File: config.mk
export PLATFORM = sky130hd
export DESIGN_NAME = addr_decode
export DESIGN_NICKNAME = d
export VERILOG_FILES = /design/src/sigma_tile_pkg.sv /design/src/addr_decode.sv
export VERILOG_INCLUDE_DIRS = /design/src
export SDC_FILE = /design/constraint.sdc
export NUM_CORES = 1
export LEC_CHECK = 0
export ABC_AREA = 1
export BUFFER_PORTS_ARGS = -buffer_cell sky130_fd_sc_hd__buf_2
export CAP_MARGIN = 10
export CORE_MARGIN = 10
export CORE_UTILIZATION = 30
export DETAILED_ROUTE_END_ITERATION = 8
export PLACE_DENSITY = 0.95
export SYNTH_ARGS = -nofsm -noshare
export SYNTH_HDL_FRONTEND = slang
export SYNTH_SLANG_ARGS = --single-unit
File: constraint.sdc
create_clock -name vclk -period 0.8
set_input_delay 0.04 -clock vclk [all_inputs]
set_output_delay 0.04 -clock vclk [all_outputs]
set_load 0.005 [all_outputs]
File: src/sigma_tile_cfg.svh
`ifndef SIGMA_TILE_CFG_SVH
`define SIGMA_TILE_CFG_SVH

// bus widths
`define SIGMA_DATA_W        32
`define SIGMA_ADDR_W        32

// ram geometry, word index starts at address bit 2
`define SIGMA_MEM_WORDS     1024
`define SIGMA_MEM_AW        10

// address bit that moves a request from ram to the sfr block
`define SIGMA_SEL_BIT       16

// value answered by the id register
`define SIGMA_CORENUM       5

// sfr register indices
`define SIGMA_SFR_ID        0
`define SIGMA_SFR_SCRATCH   1

`endif

File: src/sigma_tile_pkg.sv
`default_nettype none

`include "sigma_tile_cfg.svh"

package sigma_tile_pkg;

    localparam int SFR_IDX_W = `SIGMA_SEL_BIT - 2;
    localparam int BE_W      = `SIGMA_DATA_W / 8;

    // ram view: bits between the word index and the select bit alias
    typedef struct packed {
        logic [`SIGMA_ADDR_W-`SIGMA_SEL_BIT-2:0]  upper;
        logic                                     sel;
        logic [`SIGMA_SEL_BIT-`SIGMA_MEM_AW-3:0]  alias_bits;
        logic [`SIGMA_MEM_AW-1:0]                 idx;
        logic [1:0]                               offset;
    } ram_addr_t;

    typedef struct packed {
        logic [`SIGMA_ADDR_W-`SIGMA_SEL_BIT-2:0]  upper;
        logic                                     sel;
        logic [SFR_IDX_W-1:0]                     idx;
        logic [1:0]                               offset;
    } sfr_addr_t;

    // one address word, read either way depending on the target
    typedef union packed {
        ram_addr_t ram;
        sfr_addr_t sfr;
    } mem_addr_u;

    typedef struct packed {
        logic                       we;
        mem_addr_u                  addr;
        logic [BE_W-1:0]            be;
        logic [`SIGMA_DATA_W-1:0]   wdata;
    } mem_req_t;

    typedef struct packed {
        logic                       resp;
        logic [`SIGMA_DATA_W-1:0]   rdata;
    } mem_resp_t;

    typedef enum logic {MST_CPU = 1'b0, MST_HPI = 1'b1} master_e;
    typedef enum logic {TGT_RAM = 1'b0, TGT_SFR = 1'b1} target_e;

endpackage

`default_nettype wire

File: src/addr_decode.sv
`default_nettype none

module addr_decode
(
    input  logic                        req_i
    , input  sigma_tile_pkg::mem_req_t  bus_i

    , output logic                      ram_req_o
    , output sigma_tile_pkg::mem_req_t  ram_bus_o

    , output logic                      sfr_req_o
    , output sigma_tile_pkg::mem_req_t  sfr_bus_o

    , output sigma_tile_pkg::target_e   tgt_o
);

    import sigma_tile_pkg::*;

    target_e tgt;

    // select bit sits at the same place in both address views
    assign tgt = bus_i.addr.ram.sel ? TGT_SFR : TGT_RAM;

    always_comb
    begin
        ram_req_o = 1'b0;
        sfr_req_o = 1'b0;
        ram_bus_o = '0;
        sfr_bus_o = '0;

        if (tgt == TGT_SFR)
        begin
            sfr_req_o = req_i;
            sfr_bus_o = bus_i;
        end
        else
        begin
            ram_req_o = req_i;
            ram_bus_o = bus_i;
        end
    end

    assign tgt_o = tgt;

endmodule

`default_nettype wire

==> impl_metrics.ini <==
[synth]
syn_inst = 295
synth-seq-area-share = 0
yosys_warnings = 0
syn_area_per_cell_sq_um = 3.92
synth_area_sq_um = 1160
ys_types = 6
synth_nets = 365

[routing]
wl_met3_microns = 858
routed_wl_microns = 6260
post-route-drc-count = 0
routed-wl-met2_microns = 3160
ant_nets = 0
routedWlPerCell_microns = 11.6
first_pass_iters = 4
m1WireLength_microns = 2060
vias = 2081
viasPerCell = 3.87
drt-initial-drc-count = 41
dr.max_layer_used = met4

[grt]
grt_use_total = 0.157
antenna_found_initial = 0
grt_max_degree = 70
grt_pass1_wl_microns = 8870
grt_pass1_vias = 1983
gr-total-overflow = 0

[layout]
final_common_cell = buf_2
fin_cells = 538
nets = 562
areaGrowthSynthToFinish_pct = 90.8
seq_cells = 0
clock_buffers = 0
layout_common_cells = 209 x buf_2, 138 x inv_1, 69 x nor2_1, 69 x nand2_1, 2 x buf_4
postLayoutCellArea_sq_um = 2210
diodes = 0
multiInputGateArea_sq_um = 522
layout-drive-gt1-share = 0.435
ff_latch_area_sq_um = 0
fill_cells = 348

[critical_path]
cp-start-kind = input pin
cp_data_arrival_time_ps = 690
path_max_fanout = 69
worstSetupEndpointType = output pin
critical_path_required_ps = 760
worstSetupPathType = in -> out

[sta]
hold_viol_final = 0
grt_setup_unrepaired = false
tns_ps = 0
fin_crit_ps = 727
setup_slack_ps = 72.6
min_period_over_period = 0.909
slew_viol_final = 0
max_freq_mhz = 1370
final-setup-viol-count = 0

[floorplanning]
initial_core_util = 0.314
coreArea_sq_um = 3690
ios = 211
design.die.area_sq_um = 6740
die_h_microns = 82.1
chipWidth_microns = 82.1
rows = 22

[outcome]
outcome = finished clean

[job]
cap_viol_max_count = 0

[placed_design]
gp_congestion = 0.894
hpwl_microns = 5750
placed_cells = 538
numPortBuffers = 210
dpl_cell_area_sq_um = 2200
dpl_worst_slack_ps = 68.6

[cts]
cts_hold_buf = 0
post_cts_buffers = 0

[pwr]
leakage_nw = 2.17
p_per_area_nw_per_um2 = 480
vdd.ir_drop.worst_mv = 0.348

[worst_hold_path]
holdPathStages = 4
hp-start = bus_i[20]
hold_end = sfr_bus_o[20]
hold_path.class = in -> out
[worst max-delay path by stage]
stage,depth (start not counted),startpoint,slack [ps],to
after global placement,5,bus_i[52],100,sfr_bus_o[44]
after floorplan,3,bus_i[52],290,ram_bus_o[10]
final,5,bus_i[52],70,sfr_bus_o[6]
after CTS,5,bus_i[52],70,sfr_bus_o[6]
after global routing,5,bus_i[52],1,sfr_bus_o[38]
after detailed placement,5,bus_i[52],70,sfr_bus_o[6]
[synthesized netlist by cell type (all sizes together)]
cell type,number,share of area
inv,138,0.45
nor2,69,0.22
conb,1,0.0032
buf,18,0.10
nand2,69,0.22
[stage by stage]
step	total power, W	hold slack (ps)	utilization
floorplan	0.000462	147	-
global placement	0.00105	342	0.597
detailed placement	0.00107	345	0.597
CTS	0.00108	348	0.597
global route	0.00121	366	0.599
finish	0.00106	342	0.599
[layer usage]
metal / GRT usage / up-vias
li1: - / 1120
met1: 0.136 / 831
met2: 0.315 / 116
met3: 0.0680 / 14
met4: 0.0442 / 0
met5: 0 / -
[power by group]
part	leakage, nW	internal, W	total, W	switching (W)
combinational	2.17	0.000507	0.00106	0.000554
sequential	0	0	0	0
clock	0	0	0	0
total	2.17	0.000507	0.00106	0.000554
[final cells by class]
class              instances  area share
multi-input cells        139       0.236
repair buffers           213       0.502
inverters                138       0.235
well taps                 48      0.0272
[worst max-delay path, stage by stage]
cell and delay, ps:
buf_4 130, buf_16 240, nand2_1 90, inv_1 70
buf_2 110
[kinds of logic after synthesis]
kind of cell,count (synthesis),share of synthesized area
buf+inv,156,0.549
simple gates,138,0.448
other cells,1,0.00324
[repair_timing]
item                                   4_1_cts  5_1_grt
endpoints found under the hold margin        0        0
setup endpoints to repair                    0        3
gates resized for setup                      0        1
Note: power is estimated with default switching activity, not from simulation.
