===== config.mk =====
export PLATFORM = sky130hd
export DESIGN_NAME = resp_router
export DESIGN_NICKNAME = d
export VERILOG_FILES = /design/src/sigma_tile_pkg.sv /design/src/resp_router.sv
export VERILOG_INCLUDE_DIRS = /design/src
export SDC_FILE = /design/constraint.sdc
export NUM_CORES = 1
export LEC_CHECK = 0
export ABC_AREA = 1
export BUFFER_PORTS_ARGS = -buffer_cell sky130_fd_sc_hd__buf_4
export CELL_PAD_IN_SITES_DETAIL_PLACEMENT = 1
export CELL_PAD_IN_SITES_GLOBAL_PLACEMENT = 2
export CORE_MARGIN = 8
export CORE_UTILIZATION = 10
export CTS_CLUSTER_DIAMETER = 120
export DETAILED_ROUTE_END_ITERATION = 8
export PLACE_DENSITY_LB_ADDON = 0.05
export SLEW_MARGIN = 25
export SYNTH_ARGS = -nofsm -noshare
export SYNTH_HDL_FRONTEND = slang
export SYNTH_SLANG_ARGS = --single-unit

===== constraint.sdc =====
create_clock -name clk_i -period 1.5 [get_ports clk_i]
set_clock_uncertainty 0.15 [all_clocks]
set_input_delay 0.3 -clock clk_i [delete_from_list [all_inputs] [get_ports clk_i]]
set_output_delay 0.3 -clock clk_i [all_outputs]
set_load 0.05 [all_outputs]

===== src/sigma_tile_cfg.svh =====
`ifndef SIGMA_TILE_CFG_SVH
`define SIGMA_TILE_CFG_SVH

// bus widths
`define SIGMA_DATA_W        32
`define SIGMA_ADDR_W        32

// ram geometry, word index starts at address bit 2
`define SIGMA_MEM_WORDS     1024
`define SIGMA_MEM_AW        10

// address bit that moves a request from ram to the sfr block
`define SIGMA_SEL_BIT       16

// value answered by the id register
`define SIGMA_CORENUM       5

// sfr register indices
`define SIGMA_SFR_ID        0
`define SIGMA_SFR_SCRATCH   1

`endif


===== src/sigma_tile_pkg.sv =====
`default_nettype none

`include "sigma_tile_cfg.svh"

package sigma_tile_pkg;

    localparam int SFR_IDX_W = `SIGMA_SEL_BIT - 2;
    localparam int BE_W      = `SIGMA_DATA_W / 8;

    // ram view: bits between the word index and the select bit alias
    typedef struct packed {
        logic [`SIGMA_ADDR_W-`SIGMA_SEL_BIT-2:0]  upper;
        logic                                     sel;
        logic [`SIGMA_SEL_BIT-`SIGMA_MEM_AW-3:0]  alias_bits;
        logic [`SIGMA_MEM_AW-1:0]                 idx;
        logic [1:0]                               offset;
    } ram_addr_t;

    typedef struct packed {
        logic [`SIGMA_ADDR_W-`SIGMA_SEL_BIT-2:0]  upper;
        logic                                     sel;
        logic [SFR_IDX_W-1:0]                     idx;
        logic [1:0]                               offset;
    } sfr_addr_t;

    // one address word, read either way depending on the target
    typedef union packed {
        ram_addr_t ram;
        sfr_addr_t sfr;
    } mem_addr_u;

    typedef struct packed {
        logic                       we;
        mem_addr_u                  addr;
        logic [BE_W-1:0]            be;
        logic [`SIGMA_DATA_W-1:0]   wdata;
    } mem_req_t;

    typedef struct packed {
        logic                       resp;
        logic [`SIGMA_DATA_W-1:0]   rdata;
    } mem_resp_t;

    typedef enum logic {MST_CPU = 1'b0, MST_HPI = 1'b1} master_e;
    typedef enum logic {TGT_RAM = 1'b0, TGT_SFR = 1'b1} target_e;

endpackage

`default_nettype wire


===== src/resp_router.sv =====
`default_nettype none

`include "sigma_tile_cfg.svh"

module resp_router
(
    input  logic                         clk_i
    , input  logic                       rst_n_i

    , input  logic                       req_i
    , input  logic                       we_i
    , input  sigma_tile_pkg::master_e    src_i
    , input  sigma_tile_pkg::target_e    tgt_i

    , input  logic [`SIGMA_DATA_W-1:0]   ram_rdata_i
    , input  logic [`SIGMA_DATA_W-1:0]   sfr_rdata_i

    , output sigma_tile_pkg::mem_resp_t  cpu_resp_o
    , output sigma_tile_pkg::mem_resp_t  hpi_resp_o
);

    import sigma_tile_pkg::*;

    logic                     pend_q;
    master_e                  src_q;
    target_e                  tgt_q;
    logic [`SIGMA_DATA_W-1:0] rdata;

    // one read in flight per cycle, so a single slot is enough
    always_ff @(posedge clk_i or negedge rst_n_i)
    begin
        if (!rst_n_i)
        begin
            pend_q <= 1'b0;
            src_q  <= MST_CPU;
            tgt_q  <= TGT_RAM;
        end
        else
        begin
            pend_q <= req_i & ~we_i;
            src_q  <= src_i;
            tgt_q  <= tgt_i;
        end
    end

    assign rdata = (tgt_q == TGT_SFR) ? sfr_rdata_i : ram_rdata_i;

    assign cpu_resp_o.resp  = pend_q & (src_q == MST_CPU);
    assign cpu_resp_o.rdata = rdata;
    assign hpi_resp_o.resp  = pend_q & (src_q == MST_HPI);
    assign hpi_resp_o.rdata = rdata;

endmodule

`default_nettype wire


==> run summary <==
DIE HEIGHT = 107 um
unrepaired setup endpoints after global routing = true
Worst Setup Path Type = reg2out
synthesized netlist cell count = 145
Vias = 1258
synthesized flop and latch total = 3
Synth warnings = 0
DRC errors left = 0
fmax = 0.586 GHz
synthesis-to-finish area growth = 199%
Diodes inserted = 0
Net Sw Frac = 0.514
status = finished, violations left
initial antenna violation count = 0
Switch Pwr = 0.000829 W
Synth Cell Area = 830 um2
Via density = 3.50
CTS tree = done
Power Dens Cells = 649 nW/um2
Crit Path Max Fanout = 7
global-route wire length before repair = 7020 um
crit path setup slack, layout = -0.206 ns
Initial Utilization = 0.102
Finished Core Util = 0.305
routed length per instance = 13.8 um
die area = 11500 um2
Max IR drop VDD = 539 uV
Hold WS = 0.0414 ns
max-slew violations = 0
Int Power = 0.000783 W
CTS Root Cell = clkbuf_8
crit path time final = 1.71 ns
final instance area = 2480 um2
top cells by area, synth = nand2_1 (39%), buf_4 (29%), dfrtp_1 (9.0%), nand2_2 (7.5%), clkbuf_8 (5.0%)
Overall Global Routing Usage = 0.0758
IO Pins = 136
TritonCTS Sinks = 3
Seq/Total Area, Yosys = 0.0905
vias in the first global route = 1322
Pleak = 1.30 nW
total wire length = 4950 um
clock share of power = 0.144
Arr. time, crit path = 1.26 ns
critical path required time = 1.05 ns
largest net degree at the start of global routing = 17
area share of the largest cell type after synthesis = 0.394
share of layout cells above drive strength 1 = 0.799
Slew HR = 0.892
sequential fraction of design power = 0.056
Final ANT Viol Nets = 0
nature of the critical path startpoint = flip-flop
worst slack at placement = -0.0977 ns
total CTS buffers = 3
HPWL Detailed = 4050 um
worst hold path type = in2reg
Max-Cap Viols = 0
# nets final = 325
Core ar. = 8130 um2
Yosys cell types = 10
hold depth = 1
gr ovfl total = 0
# rows = 33
Setup crit end kind = primary output
Hold Vio Cnt, Final = 0
gpl congestion = 0.615
Clock H-tree levels = 1
Net Count, Synth = 215
period utilization = 1.14
Post-DP Area = 1920 um2
final setup vio count = 64
violations in the final reports = setup timing
CTS clk-pin slew, worst paths = 0.03 ns
CTS Buffer Depth = 2
Final Total Pwr = 0.00161 W
DR iter-0 viols = 9
drt first pass iters = 4
Synth Area per Inst = 5.72 um2
Least-Margin Pin Slew = 0.162 ns
die span in x = 107 um
Synth area leader = nand2_1
Combinational Power Share = 0.799
PortBufs = 135
[path summary, 6_finish.rpt]
path | startpoint | endpoint | slack (ns)
worst max-delay path | tgt_q | cpu_resp_o[30] | -0.21
worst min-delay path | src_i | src_q | 0.04
max in group asynchronous | rst_n_i | tgt_q | 0.82
min in group asynchronous | rst_n_i | pend_q | 0.27
[cell usage in the layout (no fill, tap or decap), drive strengths merged]
cell / count
dlygate4sd3: 1
inv: 5
clkbuf: 4
nand2: 97
dfrtp: 3
clkinv: 1
nor2: 2
buf: 141
[final cells by class]
class,count,area (um2)
Inverter,4,31.3
Clock buffer,4,45.0
Fill cell,916,5650
Timing Repair inverter,2,50.0
Sequential cell,3,76.3
Timing Repair Buffer,142,1440
Multi-Input combinational cell,99,709
Tap cell,105,131
[logic make-up (layout without fill, tap and decap cells)]
family                 Yosys count  in the layout  share of synthesized area
and+or+nand+nor                 99             99                      0.478
buffers and inverters           43            152                      0.431
DFF                              3              3                     0.0905
[metal layers]
metal  track usage  routed length [um]
met4       0.00905                   0
met3        0.0330                 618
met1        0.0819                1770
met2         0.136                2560
met5             0                   0
[registers in the layout, summed over array words and instances (netlist names)]
register  cells
src_q         1
pend_q        1
tgt_q         1
[worst max-delay path, cell delays in order, from the launching register on]
cell     delay (ns)
dfrtp_2        0.45
buf_6          0.14
buf_8          0.12
nand2_1        0.09
nand2_4        0.05
buf_4          0.18
[cells in the mapped netlist]
cell / number
nor2_1: 2
inv_8: 1
clkbuf_8: 3
nand2_1: 87
inv_1: 3
buf_12: 1
buf_6: 3
dfrtp_1: 3
nand2_2: 10
buf_4: 32
[power groups by stage]
stage                     Sequential [W]  Clock, W  Combinational, W
after floorplan                0.0000881         0          0.000900
after global placement         0.0000910         0           0.00109
after detailed placement       0.0000913         0           0.00108
after CTS                      0.0000921  0.000236           0.00119
after global routing           0.0000916  0.000250           0.00134
final                          0.0000907  0.000233           0.00129
[timing repair]
action / in CTS / in global routing
hold endpoints to repair: 3 / 0
setup endpoints to repair: 64 / 64
setup buffers: 1 / 2
resized for setup: 57 / 67
pin swaps: 0 / 3
gates cloned: 1 / 1
hold buffers: 1 / 0
[through the flow]
stage / instances / setup TNS (ns)
global placement: 349 / -3.37
detailed placement: 349 / -4.21
finish: 359 / -11.00
global route: 359 / -14.12
CTS: 356 / -13.66
floorplan: 145 / -0.555
Power figures use the tool's default switching activity.
