===== src/sigma_tile_cfg.svh =====
`ifndef SIGMA_TILE_CFG_SVH
`define SIGMA_TILE_CFG_SVH

// bus widths
`define SIGMA_DATA_W        32
`define SIGMA_ADDR_W        32

// ram geometry, word index starts at address bit 2
`define SIGMA_MEM_WORDS     1024
`define SIGMA_MEM_AW        10

// address bit that moves a request from ram to the sfr block
`define SIGMA_SEL_BIT       16

// value answered by the id register
`define SIGMA_CORENUM       5

// sfr register indices
`define SIGMA_SFR_ID        0
`define SIGMA_SFR_SCRATCH   1

`endif


===== src/sigma_tile_pkg.sv =====
`default_nettype none

`include "sigma_tile_cfg.svh"

package sigma_tile_pkg;

    localparam int SFR_IDX_W = `SIGMA_SEL_BIT - 2;
    localparam int BE_W      = `SIGMA_DATA_W / 8;

    // ram view: bits between the word index and the select bit alias
    typedef struct packed {
        logic [`SIGMA_ADDR_W-`SIGMA_SEL_BIT-2:0]  upper;
        logic                                     sel;
        logic [`SIGMA_SEL_BIT-`SIGMA_MEM_AW-3:0]  alias_bits;
        logic [`SIGMA_MEM_AW-1:0]                 idx;
        logic [1:0]                               offset;
    } ram_addr_t;

    typedef struct packed {
        logic [`SIGMA_ADDR_W-`SIGMA_SEL_BIT-2:0]  upper;
        logic                                     sel;
        logic [SFR_IDX_W-1:0]                     idx;
        logic [1:0]                               offset;
    } sfr_addr_t;

    // one address word, read either way depending on the target
    typedef union packed {
        ram_addr_t ram;
        sfr_addr_t sfr;
    } mem_addr_u;

    typedef struct packed {
        logic                       we;
        mem_addr_u                  addr;
        logic [BE_W-1:0]            be;
        logic [`SIGMA_DATA_W-1:0]   wdata;
    } mem_req_t;

    typedef struct packed {
        logic                       resp;
        logic [`SIGMA_DATA_W-1:0]   rdata;
    } mem_resp_t;

    typedef enum logic {MST_CPU = 1'b0, MST_HPI = 1'b1} master_e;
    typedef enum logic {TGT_RAM = 1'b0, TGT_SFR = 1'b1} target_e;

endpackage

`default_nettype wire


===== src/bus_arbiter.sv =====
`default_nettype none

module bus_arbiter
(
    input  logic                        clk_i
    , input  logic                      rst_n_i

    , input  logic                      cpu_req_i
    , input  sigma_tile_pkg::mem_req_t  cpu_bus_i
    , output logic                      cpu_ack_o

    , input  logic                      hpi_req_i
    , input  sigma_tile_pkg::mem_req_t  hpi_bus_i
    , output logic                      hpi_ack_o

    , output logic                      req_o
    , output sigma_tile_pkg::mem_req_t  bus_o
    , output sigma_tile_pkg::master_e   src_o
);

    import sigma_tile_pkg::*;

    // winner of the most recent contested cycle
    master_e last_q;
    master_e winner;
    logic    contested;

    assign contested = cpu_req_i & hpi_req_i;

    always_comb
    begin
        if (contested)
        begin
            // the loser of the last contest goes first
            winner = (last_q == MST_CPU) ? MST_HPI : MST_CPU;
        end
        else if (hpi_req_i)
        begin
            winner = MST_HPI;
        end
        else
        begin
            winner = MST_CPU;
        end
    end

    // reset value lets the cpu win the first contest
    always_ff @(posedge clk_i or negedge rst_n_i)
    begin
        if (!rst_n_i)
        begin
            last_q <= MST_HPI;
        end
        else if (contested)
        begin
            last_q <= winner;
        end
    end

    assign cpu_ack_o = cpu_req_i & (winner == MST_CPU);
    assign hpi_ack_o = hpi_req_i & (winner == MST_HPI);

    assign req_o = cpu_req_i | hpi_req_i;
    assign bus_o = (winner == MST_HPI) ? hpi_bus_i : cpu_bus_i;
    assign src_o = winner;

endmodule

`default_nettype wire


===== config.mk =====
export PLATFORM = sky130hd
export DESIGN_NAME = bus_arbiter
export DESIGN_NICKNAME = d
export VERILOG_FILES = /design/src/sigma_tile_pkg.sv /design/src/bus_arbiter.sv
export VERILOG_INCLUDE_DIRS = /design/src
export SDC_FILE = /design/constraint.sdc
export NUM_CORES = 1
export LEC_CHECK = 0
export BUFFER_PORTS_ARGS = -buffer_cell sky130_fd_sc_hd__buf_2
export CAP_MARGIN = 40
export CELL_PAD_IN_SITES_DETAIL_PLACEMENT = 1
export CELL_PAD_IN_SITES_GLOBAL_PLACEMENT = 2
export CORE_MARGIN = 3
export CORE_UTILIZATION = 10
export CTS_BUF_LIST = sky130_fd_sc_hd__clkbuf_4
export CTS_CLUSTER_SIZE = 28
export DETAILED_ROUTE_END_ITERATION = 12
export GPL_TIMING_DRIVEN = 1
export HOLD_SLACK_MARGIN = 0.02
export PLACE_DENSITY_LB_ADDON = 0.12
export SYNTH_ARGS = -nofsm -noshare
export SYNTH_HDL_FRONTEND = slang
export SYNTH_SLANG_ARGS = --single-unit

===== constraint.sdc =====
create_clock -name clk_i -period 1.7 [get_ports clk_i]
set_input_delay 0.17 -clock clk_i [delete_from_list [all_inputs] [get_ports clk_i]]
set_output_delay 0.17 -clock clk_i [all_outputs]
set_load 0.01 [all_outputs]

==> impl_metrics.json, run 1 <==
{
  "status": "completed",
  "period_needed_ns": 1.58,
  "final.setup_skew_ns": 0,
  "worstMarginPinSlew_ns": 0.243,
  "ioPinCount": 215,
  "nets": 438,
  "grt_pass1_vias": 1536,
  "dieArea_sq_um": 10500,
  "drv_cap": 0,
  "maxSlewViolCount": 0,
  "fp.dieH_um": 102,
  "p_leak_nw": 1.17,
  "core_sq_um": 8890,
  "synthMuxAreaShare": 0.835,
  "gr-usage-all-layers": 0.0837,
  "reg_top3": "last_q (1)",
  "synthAdderAreaFrac": 0,
  "setup_tns_ns": 0,
  "hold_viol_final": 0,
  "grt_max_degree": 34,
  "rows": 34,
  "drcViolationCount": 0,
  "slew_headroom": 0.838,
  "syn_inst": 84,
  "rsz0062_at_grt": "false",
  "cellPowerDensity_nw_per_um2": 517,
  "synth_top_family_by_area": "multiplexers",
  "place_congestion": 0.739,
  "irDropWorstVdd_mv": 0.201,
  "synth.avg_cell_area_sq_um": 11.1,
  "clk_pin_slew_ns": 0,
  "regMostFlops": "last_q",
  "critPathLaunchType": "flop",
  "timing.fmax_mhz": 632,
  "synth-simple-area-share": 0.0108,
  "largest_reg_flops": 1,
  "grt.overflow.total": 0,
  "routed_wl_um": 5380,
  "start_util": 0.105,
  "grt_pass1_wl_um": 7190,
  "dr.pass1.iters": 4,
  "setup_viol": 0,
  "crit_type": "reg2out",
  "ys_seq_elements": 1,
  "period_share": 0.930,
  "areaGrowthSynthToFinish_pct": 127,
  "synthXorXnorAreaFrac": 0.00941,
  "route.detailed.wl_per_inst_um": 13.4,
  "cp.required_ns": 1.53,
  "cp_data_arrival_time_ns": 1.41,
  "antenna_left": 0,
  "ys_seq_area_frac": 0.0282,
  "clk_latency_ns": 0,
  "path_max_fanout": 33,
  "num_vias": 1529,
  "die_w_um": 102,
  "ys_types": 11,
  "worst_setup_path_end_kind": "output port",
  "drt_iter0_drc": 15,
  "syn_area_sq_um": 931,
  "power_w": 0.00109,
  "ys_warn_count": 0,
  "io_buffers": 214,
  "via_per_inst": 3.80,
  "hp-class": "in2async",
  "regToRegSetupSlack_ns": 0.94,
  "hold_buffers": 0,
  "syn_nets": 226,
  "ctsResizeCount": 0,
  "cts_setup_buffers": 0,
  "antennaDiodeCount": 0,
  "synth_compound_area_frac": 0.0363,
  "antenna_found_initial": 0,
  "drive_gt1_frac": 0.966,
  "place_hpwl_um": 4970
}
[cell type report]
cell class                 instances  area, sq um
fill                            1118         6780
tap                              108          135
timing repair buffer             217         1120
sequential                         1         26.3
multi-input combinational         75          830
inverter                           1         3.75
[report_power, final]
part	total (W)	internal [W]	switching, W
clock network	0	0	0
logic	0.00103	0.000579	0.000446
registers	0.0000672	0.0000463	0.0000209
[cell usage in the layout, fill, tap and decap left out]
master      n
mux2_1      5
buf_12      2
buf_2     214
a21boi_0    2
mux2_2     64
or2_2       1
a21boi_4    1
xnor2_1     1
inv_1       1
nand2_1     1
dfstp_2     1
buf_4       1
[cells in the mapped netlist (all sizes together)]
master / n / area (sq um)
a21boi: 3 / 33.8
dfstp: 1 / 26.3
mux2: 69 / 777
or2: 1 / 6.26
buf: 7 / 71.3
nand2: 1 / 3.75
inv: 1 / 3.75
xnor2: 1 / 8.76
[logic make-up (layout without fill, tap and decap cells)]
| kind of cell | count (synthesis) | count (layout) |
|---|---|---|
| buffers and inverters | 8 | 218 |
| AND/OR/NAND/NOR | 2 | 2 |
| flip-flops | 1 | 1 |
| multiplexers | 69 | 69 |
| AO/OA/AOI/OAI | 3 | 3 |
| XOR/XNOR | 1 | 1 |
[worst max-delay path, cell delays in order, from the launching register on]
cell      delay (ns)
dfstp_2         0.37
a21boi_4        0.26
buf_12          0.24
mux2_2          0.36
buf_2           0.15
[per-stage QoR]
step	instances	util	instance area (sq um)	setup WS (ns)	hold slack, ns
after floorplan	84	-	931	0.316	0.0222
after global placement	402	0.238	2110	0.117	0.110
after detailed placement	402	0.238	2110	0.110	0.103
after CTS	402	0.238	2110	0.101	0.104
after global routing	402	0.238	2110	0.0642	0.119
final	402	0.238	2110	0.118	0.103
[per-layer routing]
layer | share of wire | global-route usage | wire length [um] | vias up
met2 | 0.54 | 0.188 | 2890 | 123
met1 | 0.34 | 0.0803 | 1800 | 668
met5 | 0 | 0 | 0 | -
met4 | 0 | 0 | 0 | 0
met3 | 0.13 | 0.0143 | 687 | 0
li1 | - | - | - | 738
[path summary, 6_finish.rpt]
path,start,endpoint,cells past startpoint
max reg2reg,last_q,last_q,1
min reg2reg,last_q,last_q,1
max in group asynchronous,rst_n_i,last_q,1
max,last_q,bus_o[2],4
min,rst_n_i,last_q,1
min in group clk_i,hpi_req_i,last_q,3
Note: power is estimated with default switching activity, not from simulation.
==> inputs of run 2 (changes only) <==
Settings changed: BUFFER_PORTS_ARGS -buffer_cell sky130_fd_sc_hd__buf_2 to -buffer_cell sky130_fd_sc_hd__buf_4, CORE_MARGIN 3 to 5.
==> run 2 against run 1 <==
  * Fmax down 0.57%
  * Routed wire length up 21%
  * Worst hold slack improved by 0.0031 ns
  * Utilization rose by 5.2 points
  * Power up 23%
  * Register-to-register slack hardly changed
  * First-iteration DRC count rose to 3.4 times the previous value
  * Critical path depth stayed put
  * Sequential cell count is the same
  * Global-route usage is 1.8 points higher
  * Combinational power up 24%
  * Critical endpoint is now bus_o[66]
  * Largest power group unchanged
  * Highest routed layer is now met4
==> impl_metrics.json, run 2 (synthesis results as in run 1) <==
{
  "status": "completed",
  "final_cell_area_sq_um": 2660,
  "cts_setup_buffers": 0,
  "gr-usage-all-layers": 0.102,
  "crit_start": "last_q",
  "final.fill_count": 1108,
  "core_sq_um": 9150,
  "grt_max_degree": 36,
  "r2r_start": "last_q",
  "cp.required_ns": 1.53,
  "dieArea_sq_um": 11300,
  "endpoint": "bus_o[66]",
  "sw_frac_of_total": 0.371,
  "path_max_fanout": 16,
  "final.setup_skew_ns": 0,
  "reg_top3": "last_q (1)",
  "clk_latency_ns": 0,
  "clk_pin_slew_ns": 0,
  "setup_tns_ns": 0,
  "areaGrowthSynthToFinish_pct": 185,
  "multi_input_area_sq_um": 830,
  "cellPowerDensity_nw_per_um2": 506,
  "rsz0062_at_grt": "false",
  "clock_power_share": 0,
  "place_congestion": 0.767,
  "layout_commonest_cell": "buf_4",
  "start_util": 0.102,
  "drv_cap": 0,
  "critPathLaunchType": "flop",
  "grt_pass1_vias": 1683,
  "dr.pass1.iters": 3,
  "drive_gt1_frac": 0.966,
  "antenna_found_initial": 1,
  "routed_wl_um": 6540,
  "rr_worst_depth": 1,
  "die_w_um": 106,
  "slew_headroom": 0.856,
  "nets": 438,
  "cp_data_arrival_time_ns": 1.42,
  "period_share": 0.936,
  "worstMarginPinSlew_ns": 0.215,
  "final_cell_mix": "buf_4, mux2_2, mux2_1, a21boi_0, buf_12",
  "num_vias": 1546,
  "io_buffers": 214,
  "power_frac_comb": 0.949,
  "route.detailed.wl_per_inst_um": 16.1,
  "drt_iter0_drc": 51,
  "regToRegSetupSlack_ns": 0.93,
  "hp-class": "in2async",
  "seqCellArea_sq_um": 26.3,
  "hold_buffers": 0,
  "grt.overflow.total": 0,
  "rows": 35,
  "setup_viol": 0,
  "irDropWorstVdd_mv": 0.143,
  "grt_pass1_wl_um": 9370,
  "ioPinCount": 215,
  "largest_reg_flops": 1,
  "place_hpwl_um": 5910,
  "instances_no_fill": 406,
  "p_leak_nw": 1.35,
  "maxSlewViolCount": 0,
  "via_per_inst": 3.81,
  "drcViolationCount": 0,
  "period_needed_ns": 1.59,
  "dpl_cell_area_sq_um": 2650,
  "dp.cells": 405,
  "antenna_left": 0,
  "regToRegEndpoint": "last_q",
  "crit_type": "reg2out",
  "seq_power_share": 0.051,
  "p_switching_w": 0.000499,
  "worst_setup_path_end_kind": "output port",
  "ctsResizeCount": 0,
  "fp.dieH_um": 106,
  "regMostFlops": "last_q",
  "hold_viol_final": 0,
  "internal-power_w": 0.000846,
  "timing.fmax_mhz": 629
}
## run 2: cell types whose count changed in the layout (fill, tap and decap cells not counted)
| cell | previous run | this run |
|---|---|---|
| diode_2 | 0 | 1 |
| buf_4 | 1 | 215 |
| buf_2 | 214 | 0 |
## run 2: worst min-delay path by stage
stage / startpoint / end / slack [ns] / cells after the start
2_1_floorplan: rst_n_i / last_q / 0.02 / 0
3_3_place_gp: rst_n_i / last_q / 0.10 / 1
3_5_place_dp: rst_n_i / last_q / 0.11 / 1
4_1_cts: rst_n_i / last_q / 0.11 / 1
5_1_grt: rst_n_i / last_q / 0.11 / 1
6_report: rst_n_i / last_q / 0.11 / 1
## run 2: through the flow
| step | total power [W] | setup WS, ns | utilization | hold slack (ns) |
|---|---|---|---|---|
| global route | 0.00144 | 0.0531 | 0.290 | 0.113 |
| finish | 0.00134 | 0.109 | 0.290 | 0.106 |
| floorplan | 0.000676 | 0.316 | - | 0.0222 |
| CTS | 0.00138 | 0.101 | 0.290 | 0.107 |
| detailed placement | 0.00137 | 0.108 | 0.290 | 0.107 |
| global placement | 0.00137 | 0.124 | 0.290 | 0.104 |
## run 2: final cells by class
class | count | area share
Antenna cell | 1 | 0.000943
Inverter | 1 | 0.00141
Multi-Input combinational cell | 75 | 0.312
Sequential cell | 1 | 0.00990
Tap cell | 111 | 0.0523
Timing Repair Buffer | 217 | 0.623
## run 2: power groups by stage
stage                 clock network (W)  registers [W]  logic [W]
global placement                      0      0.0000662    0.00131
finish                    0.00000000157      0.0000681    0.00128
floorplan                             0      0.0000639   0.000612
global route        0.00000000000000327      0.0000692    0.00137
CTS                                   0      0.0000675    0.00131
detailed placement                    0      0.0000673    0.00130
## run 2: routing by layer
| layer | GRT usage | up-vias | part of all wire |
|---|---|---|---|
| li1 | - | 738 | - |
| met1 | 0.113 | 681 | 0.35 |
| met2 | 0.187 | 123 | 0.51 |
| met3 | 0.0395 | 4 | 0.13 |
| met4 | 0.0137 | 0 | 0.010 |
| met5 | 0 | - | 0 |
## run 2: critical path: stages (launching register included)
cell	delay, ns
dfstp_2	0.38
a21boi_4	0.23
buf_4	0.29
mux2_2	0.37
buf_4	0.14
