File: config.mk
export PLATFORM = sky130hd
export DESIGN_NAME = sfr_bank
export DESIGN_NICKNAME = d
export VERILOG_FILES = /design/src/sigma_tile_pkg.sv /design/src/sfr_bank.sv
export VERILOG_INCLUDE_DIRS = /design/src
export SDC_FILE = /design/constraint.sdc
export NUM_CORES = 1
export LEC_CHECK = 0
export BUFFER_PORTS_ARGS = -buffer_cell sky130_fd_sc_hd__buf_2
export CAP_MARGIN = 40
export CORE_ASPECT_RATIO = 0.9
export CORE_MARGIN = 2
export CORE_UTILIZATION = 43
export CTS_CLUSTER_DIAMETER = 80
export DETAILED_ROUTE_END_ITERATION = 10
export MAX_ROUTING_LAYER = met4
export PLACE_DENSITY = 0.79
export SLEW_MARGIN = 20
export SYNTH_ARGS = -nofsm -noshare
export SYNTH_HDL_FRONTEND = slang
export SYNTH_SLANG_ARGS = --single-unit
File: constraint.sdc
create_clock -name clk_i -period 0.8 [get_ports clk_i]
set_input_delay 0.04 -clock clk_i [delete_from_list [all_inputs] [get_ports clk_i]]
set_output_delay 0.04 -clock clk_i [all_outputs]
set_load 0.05 [all_outputs]
File: src/sigma_tile_cfg.svh
`ifndef SIGMA_TILE_CFG_SVH
`define SIGMA_TILE_CFG_SVH

// bus widths
`define SIGMA_DATA_W        32
`define SIGMA_ADDR_W        32

// ram geometry, word index starts at address bit 2
`define SIGMA_MEM_WORDS     1024
`define SIGMA_MEM_AW        10

// address bit that moves a request from ram to the sfr block
`define SIGMA_SEL_BIT       16

// value answered by the id register
`define SIGMA_CORENUM       5

// sfr register indices
`define SIGMA_SFR_ID        0
`define SIGMA_SFR_SCRATCH   1

`endif

File: src/sigma_tile_pkg.sv
`default_nettype none

`include "sigma_tile_cfg.svh"

package sigma_tile_pkg;

    localparam int SFR_IDX_W = `SIGMA_SEL_BIT - 2;
    localparam int BE_W      = `SIGMA_DATA_W / 8;

    // ram view: bits between the word index and the select bit alias
    typedef struct packed {
        logic [`SIGMA_ADDR_W-`SIGMA_SEL_BIT-2:0]  upper;
        logic                                     sel;
        logic [`SIGMA_SEL_BIT-`SIGMA_MEM_AW-3:0]  alias_bits;
        logic [`SIGMA_MEM_AW-1:0]                 idx;
        logic [1:0]                               offset;
    } ram_addr_t;

    typedef struct packed {
        logic [`SIGMA_ADDR_W-`SIGMA_SEL_BIT-2:0]  upper;
        logic                                     sel;
        logic [SFR_IDX_W-1:0]                     idx;
        logic [1:0]                               offset;
    } sfr_addr_t;

    // one address word, read either way depending on the target
    typedef union packed {
        ram_addr_t ram;
        sfr_addr_t sfr;
    } mem_addr_u;

    typedef struct packed {
        logic                       we;
        mem_addr_u                  addr;
        logic [BE_W-1:0]            be;
        logic [`SIGMA_DATA_W-1:0]   wdata;
    } mem_req_t;

    typedef struct packed {
        logic                       resp;
        logic [`SIGMA_DATA_W-1:0]   rdata;
    } mem_resp_t;

    typedef enum logic {MST_CPU = 1'b0, MST_HPI = 1'b1} master_e;
    typedef enum logic {TGT_RAM = 1'b0, TGT_SFR = 1'b1} target_e;

endpackage

`default_nettype wire

File: src/sfr_bank.sv
`default_nettype none

`include "sigma_tile_cfg.svh"

module sfr_bank
(
    input  logic                        clk_i
    , input  logic                      rst_n_i

    , input  logic                      req_i
    , input  sigma_tile_pkg::mem_req_t  bus_i

    , output logic [`SIGMA_DATA_W-1:0]  rdata_o
);

    import sigma_tile_pkg::*;

    localparam logic [SFR_IDX_W-1:0] IDX_ID      = SFR_IDX_W'(`SIGMA_SFR_ID);
    localparam logic [SFR_IDX_W-1:0] IDX_SCRATCH = SFR_IDX_W'(`SIGMA_SFR_SCRATCH);

    logic [`SIGMA_DATA_W-1:0] scratch_q;
    logic [`SIGMA_DATA_W-1:0] rd_mux;
    logic [SFR_IDX_W-1:0]     idx;

    assign idx = bus_i.addr.sfr.idx;

    // only scratch is writable
    always_ff @(posedge clk_i or negedge rst_n_i)
    begin
        if (!rst_n_i)
        begin
            scratch_q <= '0;
        end
        else if (req_i && bus_i.we && (idx == IDX_SCRATCH))
        begin
            for (int b = 0; b < BE_W; b++)
            begin
                if (bus_i.be[b])
                begin
                    scratch_q[8*b +: 8] <= bus_i.wdata[8*b +: 8];
                end
            end
        end
    end

    always_comb
    begin
        case (idx)
            IDX_ID:      rd_mux = `SIGMA_DATA_W'(`SIGMA_CORENUM);
            IDX_SCRATCH: rd_mux = scratch_q;
            default:     rd_mux = '0;
        endcase
    end

    always_ff @(posedge clk_i)
    begin
        if (req_i && !bus_i.we)
        begin
            rdata_o <= rd_mux;
        end
    end

endmodule

`default_nettype wire

==> results_dict.tcl, run 1 <==
set metrics [dict create \
    status "finished with violations" \
    violations "negative setup slack" \
    finalCritPeriodShare_pct 139 \
    vias_per_cell 4.63 \
    synth_warnings 0 \
    syn_nets 221 \
    row_count 26 \
    chipHeight_microns 76.8 \
    clock-root-buffer "clkbuf_8" \
    worst_ir_drop_vdd_mv 1.02 \
    cts.clk_slew.worst_paths_ps 70 \
    fin_skew_ps 6.00 \
    ys_types 18 \
    cp-start-kind "input port" \
    synth_seq_area_share_pct 69.5 \
    nets 353 \
    utilization_pct 69.1 \
    dr.pass1.iters 4 \
    diodes 0 \
    synth.avg_cell_area_sq_um 17.0 \
    min_path_type "input port to asynchronous set/reset pin" \
    r2r-end "rdata_o[6]" \
    path_class "input port to flop" \
    worstMarginPinSlew_ps 214 \
    vias 1650 \
    design.die.area_sq_um 6530 \
    cts_inserted_buffers 9 \
    fin_worst_hold_slack_ps 87.4 \
    r2r_start "scratch_q[6]" \
    antenna_left 0 \
    insertion_delay_ps 330 \
    grt_pass1_vias 1809 \
    final_cell_mix "buf_2 (50), buf_6 (35), dlygate4sd3_1 (33)" \
    critPathCaptureType "flop" \
    cts_setup_buffers 0 \
    grt_pass1_wl_mm 8.63 \
    rsz0062_at_grt "yes" \
    place_area_sq_um 3170 \
    rr_worst_depth 1 \
    wire_per_inst_microns 15.1 \
    wirelength_mm 5.39 \
    synth_top_area_cell "edfxtp_1" \
    cts_sinks 64 \
    fmax_mhz 901 \
    cap_violations 0 \
    r2r_setup_slack_ps 0 \
    cp.arrival_ps 1330 \
    layout_commonest_cell "buf_2" \
    p_leak_uw 0.00182 \
    portBuffers 85 \
    antenna_found_initial 0 \
    place_congestion 0.763 \
    clock_path_buffers 2 \
    fin_crit_ps 1110 \
    coreArea_sq_um 5690 \
    setup_viol 95 \
    finalWorstSetupSlack_ps -309 \
    fin_area_sq_um 3930 \
    place_hpwl_mm 3.55 \
    powerDensity_nw_per_um2 1820 \
    cp_max_fo 8 \
    track_usage_pct 17.9 \
    layout-drive-gt1-share_pct 52.8 \
    drc_errors 0 \
    syn-cell-area_sq_um 2530 \
    synth_top_area_share_pct 37.9 \
    start_util_pct 44.5 \
    grt_max_degree 31 \
    grt_overflow 0 \
    h-tree-depth 3 \
    max_slew_margin_pct 85.6 \
    top_level_ports 104 \
    die_w_microns 84.9 \
    finalHoldViolCount 0 \
    netlist_instances 149 \
    syn_to_final_growth_pct 55.2 \
    cts_tree "yes" \
    crit_required_ps 1020 \
    slew_violations 0 \
    synth_area_leaders "edfxtp_1 (38%), dfrtp_1 (32%), mux2_2 (12%), and2_1 (7.4%), nand4_4 (3.4%)" \
    total_power_uw 7150 \
    ys_ff_latch 64 \
    dr.first_iter.drc_count 44 \
]
[flip-flops by register name (all words and copies together), names as in the netlist]
signal     cells
scratch_q     32
rdata_o       32
[synthesized netlist by cell type, drive strengths merged]
cell	count
buf	2
inv	2
nand4	4
nor2	1
nor4b	1
edfxtp	32
and4	2
a21boi	2
nor2b	1
dfrtp	32
mux2	32
nor4	2
and2	31
clkbuf	4
nor3	1
[cells by family after synthesis]
group / count (synthesis) / synth area share (%)
compound gates: 2 / 0.592
mux: 32 / 15.0
flops: 64 / 69.5
simple gates: 43 / 13.2
buf+inv: 8 / 1.78
[final cells by class]
| cell class | instances | area, sq um |
|---|---|---|
| clock buffers | 9 | 124 |
| clock inverters | 7 | 86.3 |
| fillers | 386 | 1760 |
| inverters | 2 | 7.51 |
| multi-input cells | 77 | 774 |
| flip-flops and latches | 64 | 1760 |
| well taps | 70 | 87.6 |
| repair buffers | 127 | 1090 |
[routing by layer]
metal  vias up  routed length, microns  track usage [%]
met3        10                     235             2.69
met1       780                    2180             21.0
li1        798                       -                -
met5         -                       0                -
met2        62                    2840             30.2
met4         0                     129             8.57
[per-stage QoR]
| stage | setup TNS [ps] | cells | worst slack [ps] |
|---|---|---|---|
| global placement | -36680 | 307 | -665 |
| finish | -13960 | 356 | -309 |
| floorplan | -25400 | 149 | -456 |
| global route | -18430 | 356 | -376 |
| CTS | -15020 | 356 | -321 |
| detailed placement | -38900 | 307 | -693 |
[power breakdown]
part	total (uW)	switching, uW	internal, uW
logic	706	363	344
registers	3520	22.3	3500
clock network	2920	1200	1730
total	7150	1580	5570
[worst max-delay path by stage]
| stage | startpoint | endpoint | slack, ps | depth (start not counted) |
|---|---|---|---|---|
| floorplan | bus_i[47] | scratch_q[29] | -460 | 5 |
| global placement | bus_i[47] | scratch_q[23] | -660 | 6 |
| CTS | bus_i[39] | scratch_q[29] | -320 | 6 |
| detailed placement | bus_i[44] | scratch_q[23] | -690 | 6 |
| finish | bus_i[51] | scratch_q[29] | -310 | 6 |
| global route | bus_i[51] | scratch_q[15] | -380 | 6 |
[what timing repair did]
action,CTS,global route
setup endpoints to repair,96,96
resized for setup,68,1
hold buffers,33,0
pin swaps,4,2
endpoints found under the hold margin,64,0
[critical path: stages]
cell and delay [ps]:
buf_6 90, nor4_4 270, and4_4 260, buf_12 130, nand4_4 180, mux2_4 350
No activity file was read; power rests on OpenSTA's default activity.
==> inputs of run 2 (changes only) <==
Settings changed: ABC_AREA from default to 1, CORE_UTILIZATION 43 to 44, CTS_CLUSTER_SIZE from default to 24.
==> results_dict.tcl, run 2 <==
set metrics [dict create \
    die_w_microns 89.0 \
    ys.flop_type "edfxtp_1" \
    total_power_uw 7490 \
    crit_path_top_delay_cell "edfxtp_1" \
    synth_top_area_share_pct 33.6 \
    dp_cells 458 \
    finalWorstSetupSlack_ps -160 \
    setup_viol 32 \
    insertion_delay_ps 340 \
    place_congestion 0.758 \
    r2r_start "scratch_q[21]" \
    start_util_pct 46.1 \
    cp_max_fo 1 \
    seq_power_share_pct 47.1 \
    fin_skew_ps 10.5 \
    coreArea_sq_um 6220 \
    clockPowerShare_pct 41.9 \
    layout-drive-gt1-share_pct 42.4 \
    critPathCaptureType "output port" \
    cts_inserted_buffers 9 \
    grt_pass1_vias 2290 \
    r2r_setup_slack_ps 30 \
    rsz0062_at_grt "yes" \
    worst_ir_drop_vdd_mv 0.812 \
    switching_share_pct 22.6 \
    max_stage_delay_ps 410 \
    hold_end "rdata_o[2]" \
    crit_buf_inv 1 \
    design.die.area_sq_um 7170 \
    min_path_type "input port to flop" \
    diodes 0 \
    cp.arrival_ps 920 \
    fin_worst_hold_slack_ps 111 \
    multi_input_area_sq_um 855 \
    row_count 27 \
    vias_per_cell 4.67 \
    place_hpwl_mm 4.31 \
    status "finished with violations" \
    wire_per_inst_microns 12.6 \
    synthTopCellsByCount "nand2_1 (76), inv_1 (40), nand4_1 (36)" \
    post-place-ws_ps -389 \
    grt_overflow 0 \
    largestRegisters "rdata_o (32), scratch_q (32)" \
    place_area_sq_um 3490 \
    fin_cells 507 \
    worstMarginPinSlew_ps 355 \
    final_cell_mix "nand2_1 (70), buf_2 (52), nand4_1 (36)" \
    ys_types 15 \
    p_leak_uw 0.00194 \
    cts_sinks 64 \
    cp-start-kind "flop" \
    combPwrFrac_pct 11.0 \
    vias 2370 \
    async_flop_share_pct 50.0 \
    switching_power_uw 1690 \
    finalCritPeriodShare_pct 120 \
    syn_to_final_growth_pct 50.7 \
    violations "negative setup slack" \
    max_slew_margin_pct 76.4 \
    dr.pass1.iters 4 \
    clock-root-buffer "clkbuf_8" \
    top_level_ports 104 \
    antenna_left 0 \
    clock_path_buffers 2 \
    rr_worst_depth 2 \
    regArea_sq_um 1760 \
    fmax_mhz 1040 \
    wirelength_mm 6.38 \
    grt_max_degree 33 \
    critPathTopFamily "flip-flops" \
    path_cells "buf_6" \
    cts_tree "yes" \
    yosysMostFrequentCell "nand2_1" \
    synth_seq_area_share_pct 61.5 \
    synth.avg_cell_area_sq_um 10.3 \
    antenna_found_initial 0 \
    cts.clk_slew.worst_paths_ps 60 \
    synth_warnings 0 \
    slew_violations 0 \
    finalHoldViolCount 0 \
    fin_area_sq_um 4310 \
    chipHeight_microns 80.5 \
    synth_top_area_cell "edfxtp_1" \
    portBuffers 85 \
    cts_setup_buffers 0 \
    netlist_instances 278 \
    dr.first_iter.drc_count 127 \
    min-delay-start "bus_i[38]" \
    crit_required_ps 760 \
    ys_ff_latch 64 \
    track_usage_pct 19.7 \
    powerDensity_nw_per_um2 1740 \
    cap_violations 0 \
    drc_errors 0 \
    synth_edf_count 32 \
    nets 487 \
    path_class "flop to output port" \
    min_path_cells 4 \
    syn-cell-area_sq_um 2860 \
    synth_area_leaders "edfxtp_1 (34%), dfrtp_1 (28%), nand2_1 (10%), nand4_1 (7.9%), nor2_2 (7.0%)" \
    r2r-end "rdata_o[21]" \
    h-tree-depth 3 \
    syn_nets 350 \
    layout_commonest_cell "nand2_1" \
    fin_crit_ps 960 \
    internal-power_uw 5800 \
    grt_pass1_wl_mm 10.2 \
    fill_cells 472 \
]
## run 2: area by class of cell
type	count	share of cell area, %
sequential	64	40.8
tap	87	2.52
inverter	42	4.29
clock inverter	5	1.83
multi-input combinational	159	19.8
timing repair buffer	139	27.2
clock buffer	11	3.51
## run 2: per-layer routing
| metal | vias up | routed length, microns | track usage, % | share of wire, % |
|---|---|---|---|---|
| li1 | 1168 | - | - | - |
| met1 | 1098 | 2770 | 23.9 | 43 |
| met2 | 95 | 3050 | 31.6 | 48 |
| met3 | 9 | 467 | 5.34 | 7.3 |
| met4 | 0 | 97 | 7.16 | 1.5 |
| met5 | - | 0 | - | 0 |
## run 2: worst max-delay path by stage
stage | cells past startpoint | endpoint | start
after floorplan | 2 | rdata_o[0] | req_i
after global placement | 8 | rdata_o[15] | bus_i[42]
after detailed placement | 8 | rdata_o[26] | bus_i[42]
after CTS | 1 | rdata_o[30] | rdata_o[30]
after global routing | 1 | rdata_o[25] | rdata_o[25]
final | 1 | rdata_o[2] | rdata_o[2]
## run 2: cell families after synthesis
| logic type | synth area share (%) |
|---|---|
| buf+inv | 10.9 |
| simple gates | 27.6 |
| flops | 61.5 |
## run 2: through the flow
stage / utilization (%) / setup TNS (ps)
finish: 69.4 / -4170
global route: 69.4 / -5290
CTS: 68.4 / -4720
detailed placement: 56.1 / -24480
global placement: 56.1 / -23050
floorplan: - / -9900
## run 2: power by group through the flow
| stage | Combinational (uW) | Clock, uW | Sequential, uW |
|---|---|---|---|
| after detailed placement | 634 | 0 | 3580 |
| after floorplan | 149 | 0 | 3770 |
| after global placement | 627 | 0 | 3580 |
| after global routing | 877 | 3320 | 3530 |
| final | 821 | 3140 | 3530 |
| after CTS | 820 | 3190 | 3530 |
## run 2: repair_timing
action,in CTS,in global routing
hold endpoints to repair,64,0
resized for setup,66,18
cloned,0,0
hold buffers,33,0
pin swaps,0,8
setup endpoints to repair,38,66
